File: config.mk
export PLATFORM = sky130hd
export DESIGN_NAME = llm_top
export DESIGN_NICKNAME = d
export VERILOG_FILES = /design/src/llm_pkg.sv /design/src/free_list.sv /design/src/page_chainer.sv /design/src/llm_core.sv /design/src/llm_top.sv
export VERILOG_INCLUDE_DIRS = /design/src
export SDC_FILE = /design/constraint.sdc
export NUM_CORES = 1
export LEC_CHECK = 0
export BUFFER_PORTS_ARGS = -buffer_cell sky130_fd_sc_hd__buf_4
export CAP_MARGIN = 20
export CORE_MARGIN = 1
export CORE_UTILIZATION = 36
export CTS_BUF_LIST = sky130_fd_sc_hd__clkbuf_8 sky130_fd_sc_hd__clkbuf_16
export DETAILED_ROUTE_END_ITERATION = 10
export REMOVE_ABC_BUFFERS = 1
export SKIP_LAST_GASP = 1
export SYNTH_ARGS = -nofsm -noshare
export SYNTH_HDL_FRONTEND = slang
export SYNTH_HIERARCHICAL = 1
export SYNTH_SLANG_ARGS = --single-unit
File: constraint.sdc
create_clock -name clk -period 2.65 [get_ports clk]
set_input_delay 0 -clock clk [delete_from_list [all_inputs] [get_ports clk]]
set_output_delay 0 -clock clk [all_outputs]
set_load 0.02 [all_outputs]
File: src/llm_config.svh
/*
  Sizing for the page manager. LLM_NUM_PAGES must not exceed 2**LLM_PAGE_BITS.
  Packet lengths run from 1 to 2**LLM_LEN_BITS - 1 pages.
*/
`ifndef LLM_CONFIG_SVH
`define LLM_CONFIG_SVH

// width of a page number
`define LLM_PAGE_BITS 4

// pages in the buffer
`define LLM_NUM_PAGES 16

// width of a packet length in pages, zero is not a legal length
`define LLM_LEN_BITS 3

`endif

File: src/llm_pkg.sv
/*
  Shared types for the page manager. Sizes come from llm_config.svh.
  The src field of a descriptor is filled in by the core, chainers leave it 0.
*/
`include "llm_config.svh"

package llm_pkg;

  typedef logic [`LLM_PAGE_BITS-1:0] page_t;

  // packet request from a source port
  typedef struct packed {
    logic [`LLM_LEN_BITS-1:0] len;
  } pkt_req_t;

  // one link memory write, last marks the stop page
  typedef struct packed {
    page_t page;
    page_t next;
    logic  last;
  } link_t;

  typedef struct packed {
    page_t                    head;
    logic [`LLM_LEN_BITS-1:0] len;
    logic                     src;
  } pkt_desc_t;

  // walk reply, next equals page on the stop page
  typedef struct packed {
    page_t page;
    page_t next;
    logic  last;
  } walk_rsp_t;

  typedef enum logic [2:0] {
    IDLE,
    REQ_PAGE,
    WAIT_PAGE,
    WRITE_LINK,
    SEND_HEAD
  } chain_state_e;

endpackage

File: src/free_list.sv
/*
  Free page FIFO. Fills itself with pages 0..N-1 for N cycles after reset.
  pop_page is valid the cycle after a pop. No push or pop before init_done.
*/
`timescale 1ns/10ps
`include "llm_config.svh"

module free_list (
  input  logic                      clk,
  input  logic                      rst_n,
  input  logic                      push_valid,
  input  logic [`LLM_PAGE_BITS-1:0] push_page,
  input  logic                      pop_valid,
  output logic [`LLM_PAGE_BITS-1:0] pop_page,
  output logic                      empty,
  output logic [`LLM_PAGE_BITS:0]   count,
  output logic                      init_done
);

  localparam logic [`LLM_PAGE_BITS-1:0] LAST_SLOT = `LLM_PAGE_BITS'(`LLM_NUM_PAGES - 1);
  localparam logic [`LLM_PAGE_BITS:0]   FULL = (`LLM_PAGE_BITS + 1)'(`LLM_NUM_PAGES);

  logic [`LLM_PAGE_BITS-1:0] mem [`LLM_NUM_PAGES];
  logic [`LLM_PAGE_BITS-1:0] wr_ptr;
  logic [`LLM_PAGE_BITS-1:0] rd_ptr;
  logic [`LLM_PAGE_BITS-1:0] fill_page;
  logic                      wr_en;
  logic [`LLM_PAGE_BITS-1:0] wr_data;

  // fill counter owns the write port until init is done
  assign wr_en   = init_done ? push_valid : 1'b1;
  assign wr_data = init_done ? push_page : fill_page;
  assign empty   = (count == '0);

  always_ff @(posedge clk or negedge rst_n)
  begin
    if (!rst_n)
    begin
      fill_page <= '0;
      init_done <= 1'b0;
      count     <= '0;
      wr_ptr    <= '0;
      rd_ptr    <= '0;
    end
    else
    begin
      if (!init_done)
      begin
        fill_page <= fill_page + 1'b1;
        // count stays 0 while filling, then jumps to full
        if (fill_page == LAST_SLOT)
        begin
          init_done <= 1'b1;
          count     <= FULL;
        end
      end
      else
      begin
        case ({push_valid, pop_valid})
          2'b10: count <= count + 1'b1;
          2'b01: count <= count - 1'b1;
          default: count <= count;
        endcase
      end
      if (wr_en)
        wr_ptr <= (wr_ptr == LAST_SLOT) ? '0 : wr_ptr + 1'b1;
      if (pop_valid)
        rd_ptr <= (rd_ptr == LAST_SLOT) ? '0 : rd_ptr + 1'b1;
    end
  end

  always_ff @(posedge clk)
  begin
    if (wr_en)
      mem[wr_ptr] <= wr_data;
    if (pop_valid)
      pop_page <= mem[rd_ptr];
  end

  // caller gates pops on empty, and a page is never freed twice
  assert property (@(posedge clk) disable iff (!rst_n)
    pop_valid |-> init_done && !empty);
  assert property (@(posedge clk) disable iff (!rst_n)
    push_valid |-> init_done && (count != FULL));

endmodule

File: src/page_chainer.sv
/*
  Builds one packet's page chain at a time, one page request outstanding.
  Links page n-1 to page n once page n arrives, then writes the stop link.
  Request length must be at least 1.
*/
`timescale 1ns/10ps
`include "llm_config.svh"

module page_chainer
  import llm_pkg::*;
(
  input  logic      clk,
  input  logic      rst_n,
  input  logic      req_valid,
  output logic      req_ready,
  input  pkt_req_t  req,
  output logic      alloc_valid,
  input  logic      alloc_ready,
  input  logic      page_valid,
  output logic      page_ready,
  input  page_t     page,
  output logic      link_valid,
  input  logic      link_ready,
  output link_t     link,
  output logic      head_valid,
  input  logic      head_ready,
  output pkt_desc_t head
);

  chain_state_e             state;
  logic [`LLM_LEN_BITS-1:0] len_r;
  logic [`LLM_LEN_BITS-1:0] got;
  page_t                    head_pg;
  page_t                    prev_pg;

  // handshakes straight from the state, so they hold until transfer
  assign req_ready   = (state == IDLE);
  assign alloc_valid = (state == REQ_PAGE);
  assign page_ready  = (state == WAIT_PAGE);
  assign link_valid  = (state == WRITE_LINK);
  assign head_valid  = (state == SEND_HEAD);
  assign head        = '{head: head_pg, len: len_r, src: 1'b0};

  always_ff @(posedge clk or negedge rst_n)
  begin
    if (!rst_n)
    begin
      state <= IDLE;
      got   <= '0;
    end
    else
    begin
      case (state)
        IDLE:
          if (req_valid)
          begin
            got   <= '0;
            state <= REQ_PAGE;
          end
        REQ_PAGE:
          if (alloc_ready)
            state <= WAIT_PAGE;
        WAIT_PAGE:
          if (page_valid)
          begin
            got <= got + 1'b1;
            // first page of a longer packet has nothing to link yet
            if (got == '0 && len_r != 1)
              state <= REQ_PAGE;
            else
              state <= WRITE_LINK;
          end
        WRITE_LINK:
          if (link_ready)
          begin
            if (link.last)
              state <= SEND_HEAD;
            else if (got != len_r)
              state <= REQ_PAGE;
          end
        SEND_HEAD:
          if (head_ready)
            state <= IDLE;
        default:
          state <= IDLE;
      endcase
    end
  end

  always_ff @(posedge clk)
  begin
    case (state)
      IDLE:
        if (req_valid)
          len_r <= req.len;
      WAIT_PAGE:
        if (page_valid)
        begin
          prev_pg <= page;
          if (got == '0)
          begin
            head_pg <= page;
            link    <= '{page: page, next: page, last: 1'b1};
          end
          else
            link <= '{page: prev_pg, next: page, last: 1'b0};
        end
      WRITE_LINK:
        // all pages in, stop link goes out next
        if (link_ready && !link.last && got == len_r)
          link <= '{page: prev_pg, next: prev_pg, last: 1'b1};
      default: ;
    endcase
  end

  assert property (@(posedge clk) disable iff (!rst_n)
    (req_valid && req_ready) |-> (req.len != '0));

endmodule

File: src/llm_core.sv
/*
  Shared free list and link memory for two chainers, round robin per channel.
  One page reply outstanding per port. Walked pages are freed on the rsp transfer,
  and only one walk is in flight at a time.
*/
`timescale 1ns/10ps
`include "llm_config.svh"

module llm_core
  import llm_pkg::*;
(
  input  logic                    clk,
  input  logic                    rst_n,
  input  logic [1:0]              alloc_valid,
  output logic [1:0]              alloc_ready,
  output logic [1:0]              page_valid,
  input  logic [1:0]              page_ready,
  output page_t [1:0]             page,
  input  logic [1:0]              link_valid,
  output logic [1:0]              link_ready,
  input  link_t [1:0]             link,
  input  logic [1:0]              head_valid,
  output logic [1:0]              head_ready,
  input  pkt_desc_t [1:0]         head,
  output logic                    desc_valid,
  input  logic                    desc_ready,
  output pkt_desc_t               desc,
  input  logic                    walk_valid,
  output logic                    walk_ready,
  input  page_t                   walk_page,
  output logic                    rsp_valid,
  input  logic                    rsp_ready,
  output walk_rsp_t               rsp,
  output logic [`LLM_PAGE_BITS:0] free_count
);

  page_t       fl_pop_page;
  logic        fl_empty;
  logic        fl_init_done;
  logic        fl_pop;
  logic        fl_push;
  logic [1:0]  alloc_req;
  logic [1:0]  alloc_gnt;
  logic [1:0]  link_gnt;
  logic [1:0]  head_gnt;
  logic        alloc_rr;
  logic        link_rr;
  logic        desc_rr;
  logic [1:0]  page_fresh;
  page_t [1:0] page_hold;
  logic        desc_free;
  link_t       link_w;
  pkt_desc_t   desc_in;
  // next page and stop flag per page
  logic [`LLM_PAGE_BITS:0] link_mem [`LLM_NUM_PAGES];

  // prio 0 favours port 0 on a tie
  function automatic logic [1:0] rr_pick(input logic [1:0] req, input logic prio);
    logic [1:0] gnt;
    gnt = req;
    if (req == 2'b11)
      gnt = prio ? 2'b10 : 2'b01;
    return gnt;
  endfunction

  free_list free_list_inst (
    .clk       (clk),
    .rst_n     (rst_n),
    .push_valid(fl_push),
    .push_page (rsp.page),
    .pop_valid (fl_pop),
    .pop_page  (fl_pop_page),
    .empty     (fl_empty),
    .count     (free_count),
    .init_done (fl_init_done)
  );

  always_comb
  begin
    alloc_req = alloc_valid & ~page_valid;
    alloc_gnt = rr_pick(alloc_req, alloc_rr) & {2{fl_init_done && !fl_empty}};
    link_gnt  = rr_pick(link_valid, link_rr);
    desc_free = !desc_valid || desc_ready;
    head_gnt  = rr_pick(head_valid, desc_rr) & {2{desc_free}};
    link_w    = link_gnt[1] ? link[1] : link[0];
    desc_in     = head_gnt[1] ? head[1] : head[0];
    desc_in.src = head_gnt[1];
    // registered FIFO read lands the cycle after the grant
    for (int p = 0; p < 2; p++)
      page[p] = page_fresh[p] ? fl_pop_page : page_hold[p];
  end

  assign alloc_ready = alloc_gnt;
  assign link_ready  = link_gnt;
  assign head_ready  = head_gnt;
  assign fl_pop      = |alloc_gnt;
  assign walk_ready  = !rsp_valid;
  assign fl_push     = rsp_valid && rsp_ready;

  always_ff @(posedge clk or negedge rst_n)
  begin
    if (!rst_n)
    begin
      page_valid <= '0;
      page_fresh <= '0;
      alloc_rr   <= 1'b0;
      link_rr    <= 1'b0;
      desc_rr    <= 1'b0;
      desc_valid <= 1'b0;
      rsp_valid  <= 1'b0;
    end
    else
    begin
      page_fresh <= alloc_gnt;
      for (int p = 0; p < 2; p++)
      begin
        if (alloc_gnt[p])
          page_valid[p] <= 1'b1;
        else if (page_ready[p])
          page_valid[p] <= 1'b0;
      end
      // winner drops to low priority
      if (|alloc_gnt)
        alloc_rr <= alloc_gnt[0];
      if (|link_gnt)
        link_rr <= link_gnt[0];
      if (|head_gnt)
        desc_rr <= head_gnt[0];
      if (|head_gnt)
        desc_valid <= 1'b1;
      else if (desc_ready)
        desc_valid <= 1'b0;
      if (walk_valid && walk_ready)
        rsp_valid <= 1'b1;
      else if (rsp_ready)
        rsp_valid <= 1'b0;
    end
  end

  always_ff @(posedge clk)
  begin
    for (int p = 0; p < 2; p++)
    begin
      if (page_fresh[p])
        page_hold[p] <= fl_pop_page;
    end
    if (|link_gnt)
      link_mem[link_w.page] <= {link_w.next, link_w.last};
    if (|head_gnt)
      desc <= desc_in;
    if (walk_valid && walk_ready)
    begin
      rsp.page              <= walk_page;
      {rsp.next, rsp.last}  <= link_mem[walk_page];
    end
  end

  // a free page only ever sits with one port
  assert property (@(posedge clk) disable iff (!rst_n)
    (page_valid[0] && page_valid[1]) |-> (page[0] != page[1]));

endmodule

File: src/llm_top.sv
/*
  Two page chainers sharing one link list core.
  Descriptors carry the source port in src. Pages return to the free list
  only through the walk port.
*/
`timescale 1ns/10ps
`include "llm_config.svh"

module llm_top
  import llm_pkg::*;
(
  input  logic                    clk,
  input  logic                    rst_n,
  input  logic [1:0]              req_valid,
  output logic [1:0]              req_ready,
  input  pkt_req_t [1:0]          req,
  output logic                    desc_valid,
  input  logic                    desc_ready,
  output pkt_desc_t               desc,
  input  logic                    walk_valid,
  output logic                    walk_ready,
  input  page_t                   walk_page,
  output logic                    rsp_valid,
  input  logic                    rsp_ready,
  output walk_rsp_t               rsp,
  output logic [`LLM_PAGE_BITS:0] free_count
);

  logic [1:0]      alloc_valid;
  logic [1:0]      alloc_ready;
  logic [1:0]      page_valid;
  logic [1:0]      page_ready;
  page_t [1:0]     page;
  logic [1:0]      link_valid;
  logic [1:0]      link_ready;
  link_t [1:0]     link;
  logic [1:0]      head_valid;
  logic [1:0]      head_ready;
  pkt_desc_t [1:0] head;

  for (genvar i = 0; i < 2; i++)
  begin : g_chain
    page_chainer page_chainer_inst (
      .clk        (clk),
      .rst_n      (rst_n),
      .req_valid  (req_valid[i]),
      .req_ready  (req_ready[i]),
      .req        (req[i]),
      .alloc_valid(alloc_valid[i]),
      .alloc_ready(alloc_ready[i]),
      .page_valid (page_valid[i]),
      .page_ready (page_ready[i]),
      .page       (page[i]),
      .link_valid (link_valid[i]),
      .link_ready (link_ready[i]),
      .link       (link[i]),
      .head_valid (head_valid[i]),
      .head_ready (head_ready[i]),
      .head       (head[i])
    );
  end

  llm_core llm_core_inst (
    .clk        (clk),
    .rst_n      (rst_n),
    .alloc_valid(alloc_valid),
    .alloc_ready(alloc_ready),
    .page_valid (page_valid),
    .page_ready (page_ready),
    .page       (page),
    .link_valid (link_valid),
    .link_ready (link_ready),
    .link       (link),
    .head_valid (head_valid),
    .head_ready (head_ready),
    .head       (head),
    .desc_valid (desc_valid),
    .desc_ready (desc_ready),
    .desc       (desc),
    .walk_valid (walk_valid),
    .walk_ready (walk_ready),
    .walk_page  (walk_page),
    .rsp_valid  (rsp_valid),
    .rsp_ready  (rsp_ready),
    .rsp        (rsp),
    .free_count (free_count)
  );

endmodule

==> metrics.cfg <==
[cells_and_area]
area_growth_pct = 19.0
n_antenna_cell = 0
fin_cells = 1172
n_fill_cell = 2618
nets = 797
drive_gt1_frac = 0.291

[die]
die_h_microns = 174
start_util = 0.368
coreArea_sq_um = 28900
rows = 62
die_area_sq_um = 30200
die_w_microns = 174
ios = 44

[detailed_routing]
wl_met3_microns = 733
routed_wl_microns = 20900
vias = 5764
wl_met2_microns = 10100
avgRoutedWirePerCell_microns = 17.8
wl_met1_microns = 9560
firstDrtPassIters = 4
ant_nets = 0
drt_iter0_markers = 287
dr.max_layer_used = met4
drc = 0
avgViaCountPerCell = 4.92

[worst_setup_path]
required_ns = 3.06
cp_slowest_stage_delay_ns = 0.43
endpoint_kind = flip-flop
path_max_fanout = 4
worstPathCellList = or2_2, nor4_1, nand2b_1, a21oi_1, and2b_1, ha_1, or3b_2, o22ai_1, and3_1, nor3_1
crit_type = flip-flop to flip-flop
path_buf_inv = 0
critical-path-top-delay-family = simple AND/OR/NAND/NOR gates
arrival_ns = 2.92
slowest_stage = or3b_2
start_kind = flip-flop

[sta]
setup_viol = 0
slew_violations = 0
fin_crit_ns = 2.51
worst_pin_slew_ns = 0.839
maxSlewHeadroom = 0.439
period_share = 0.947
rsz0062_at_grt = no
timing.fmax_mhz = 398
finalHoldViolCount = 0
skew_ns = 0.0119
whs_ns = 0.00712

[grt]
antenna_found_initial = 0
grt_pass1_wl_microns = 33600
grt_max_degree = 40
grt_pass1_vias = 6093
grt_use_total = 0.141
grt_overflow_total = 0

[flow_run]
maxCapViolations = 0

[clocking]
root_buffer = clkbuf_16
ctsHtreeMaxLevel = 1
ctsResizeCount = 0
clockBufferDepth = 3
cts_buffers = 28
cts_tree = done
path_clk_slew_ns = 0.06
insertion_delay_ns = 0.53
cts.sinks = 252
postCtsSetupBuffers = 0

[power]
powerDensity_nw_per_um2 = 1090
leakage_nw = 4.66
vdd_drop_max_mv = 0.490
finalPower_w = 0.0138

[yosys]
netlist_area_sq_um = 10600
synth.avg_cell_area_sq_um = 16.1
synth_cells = 662
yosys_warnings = 6

[placed_design]
gp_congestion = 0.778
dp.final_hpwl_microns = 14600
numPortBuffers = 43
dp.cells = 1107

[hold_path]
hp-class = input pin to asynchronous set/reset pin

[run_status]
status = finished clean

[placed cells by master (no fill, tap or decap), types with 7 or more instances in the layout]
master           n
dfrtp_1         39
nor2_1          19
nand2b_1        11
mux2_2          39
nor2b_1          7
and3_1          14
inv_1           29
xnor2_1         10
nand3_1         17
a21oi_1         15
dfxtp_1          8
mux4_2          36
o21ai_0         11
ha_1            12
a22oi_1         13
buf_4           83
dlygate4sd3_1   15
nor3_1          19
clkbuf_16       29
nand2_1         54
edfxtp_1       205
[report_power, final]
part | internal (W) | switching, W
combinational | 0.00186 | 0.00239
clock | 0.00225 | 0.00147
sequential | 0.00538 | 0.000456
total | 0.00949 | 0.00432
[sequential cells by signal, indices dropped and copies added, names as in the netlist, 4 cells and up]
signal	count
llm_core_inst/free_list_inst/fill_page	4
llm_core_inst/desc	8
g_chain.page_chainer_inst/len_r	6
llm_core_inst/link_mem	80
g_chain.page_chainer_inst/state	6
llm_core_inst/free_list_inst/pop_page	4
llm_core_inst/free_list_inst/mem	64
llm_core_inst/free_list_inst/wr_ptr	4
llm_core_inst/page_hold	8
g_chain.page_chainer_inst/head_pg	8
llm_core_inst/rsp	9
llm_core_inst/free_list_inst/rd_ptr	4
g_chain.page_chainer_inst/link	18
g_chain.page_chainer_inst/got	6
g_chain.page_chainer_inst/prev_pg	8
llm_core_inst/free_list_inst/count	5
[final cells by class]
type / count / area (sq um) / share of cell area
clock buffer: 29 / 726 / 0.0574
clock inverter: 21 / 166 / 0.0132
inverter: 28 / 120 / 0.00950
multi-input combinational: 360 / 3090 / 0.244
sequential: 252 / 7290 / 0.577
tap: 384 / 480 / 0.0380
timing repair buffer: 98 / 773 / 0.0611
[per-stage QoR]
step	TNS [ns]	setup WS, ns	util	area, sq um
floorplan	-3.36	-0.298	-	10500
global placement	0	0.239	0.402	11600
detailed placement	0	0.170	0.402	11600
CTS	0	0.159	0.438	12600
global route	0	0.0192	0.438	12600
finish	0	0.140	0.438	12600
[path summary, 6_finish.rpt]
kind                                                            start                                    end  slack (ns)  cells past startpoint
min in group clk                                           walk_valid                   llm_core_inst/rsp[3]        0.06                      2
worst max register to register  llm_core_inst/free_list_inst/count[2]  llm_core_inst/free_list_inst/count[4]        0.14                     10
worst max-delay path            llm_core_inst/free_list_inst/count[2]  llm_core_inst/free_list_inst/count[4]        0.14                     10
worst min register to register                  llm_core_inst/desc_rr                  llm_core_inst/desc_rr        0.50                      1
worst min-delay path                                            rst_n    g_chain[0].page_chainer_inst/got[2]       0.007                      2
max in group asynchronous                                       rst_n                llm_core_inst/rsp_valid        2.21                      2
[repair_timing]
item                                   in CTS  in global routing
endpoints found under the hold margin      67                  0
setup endpoints to repair                   0                  0
hold buffers                               15                  0
[per-layer routing]
metal | vias up | global-route usage
met2 | 96 | 0.238
li1 | 2763 | -
met4 | 0 | 0.0395
met5 | - | 0
met1 | 2870 | 0.188
met3 | 35 | 0.0246
(Power assumes the default switching activity.)
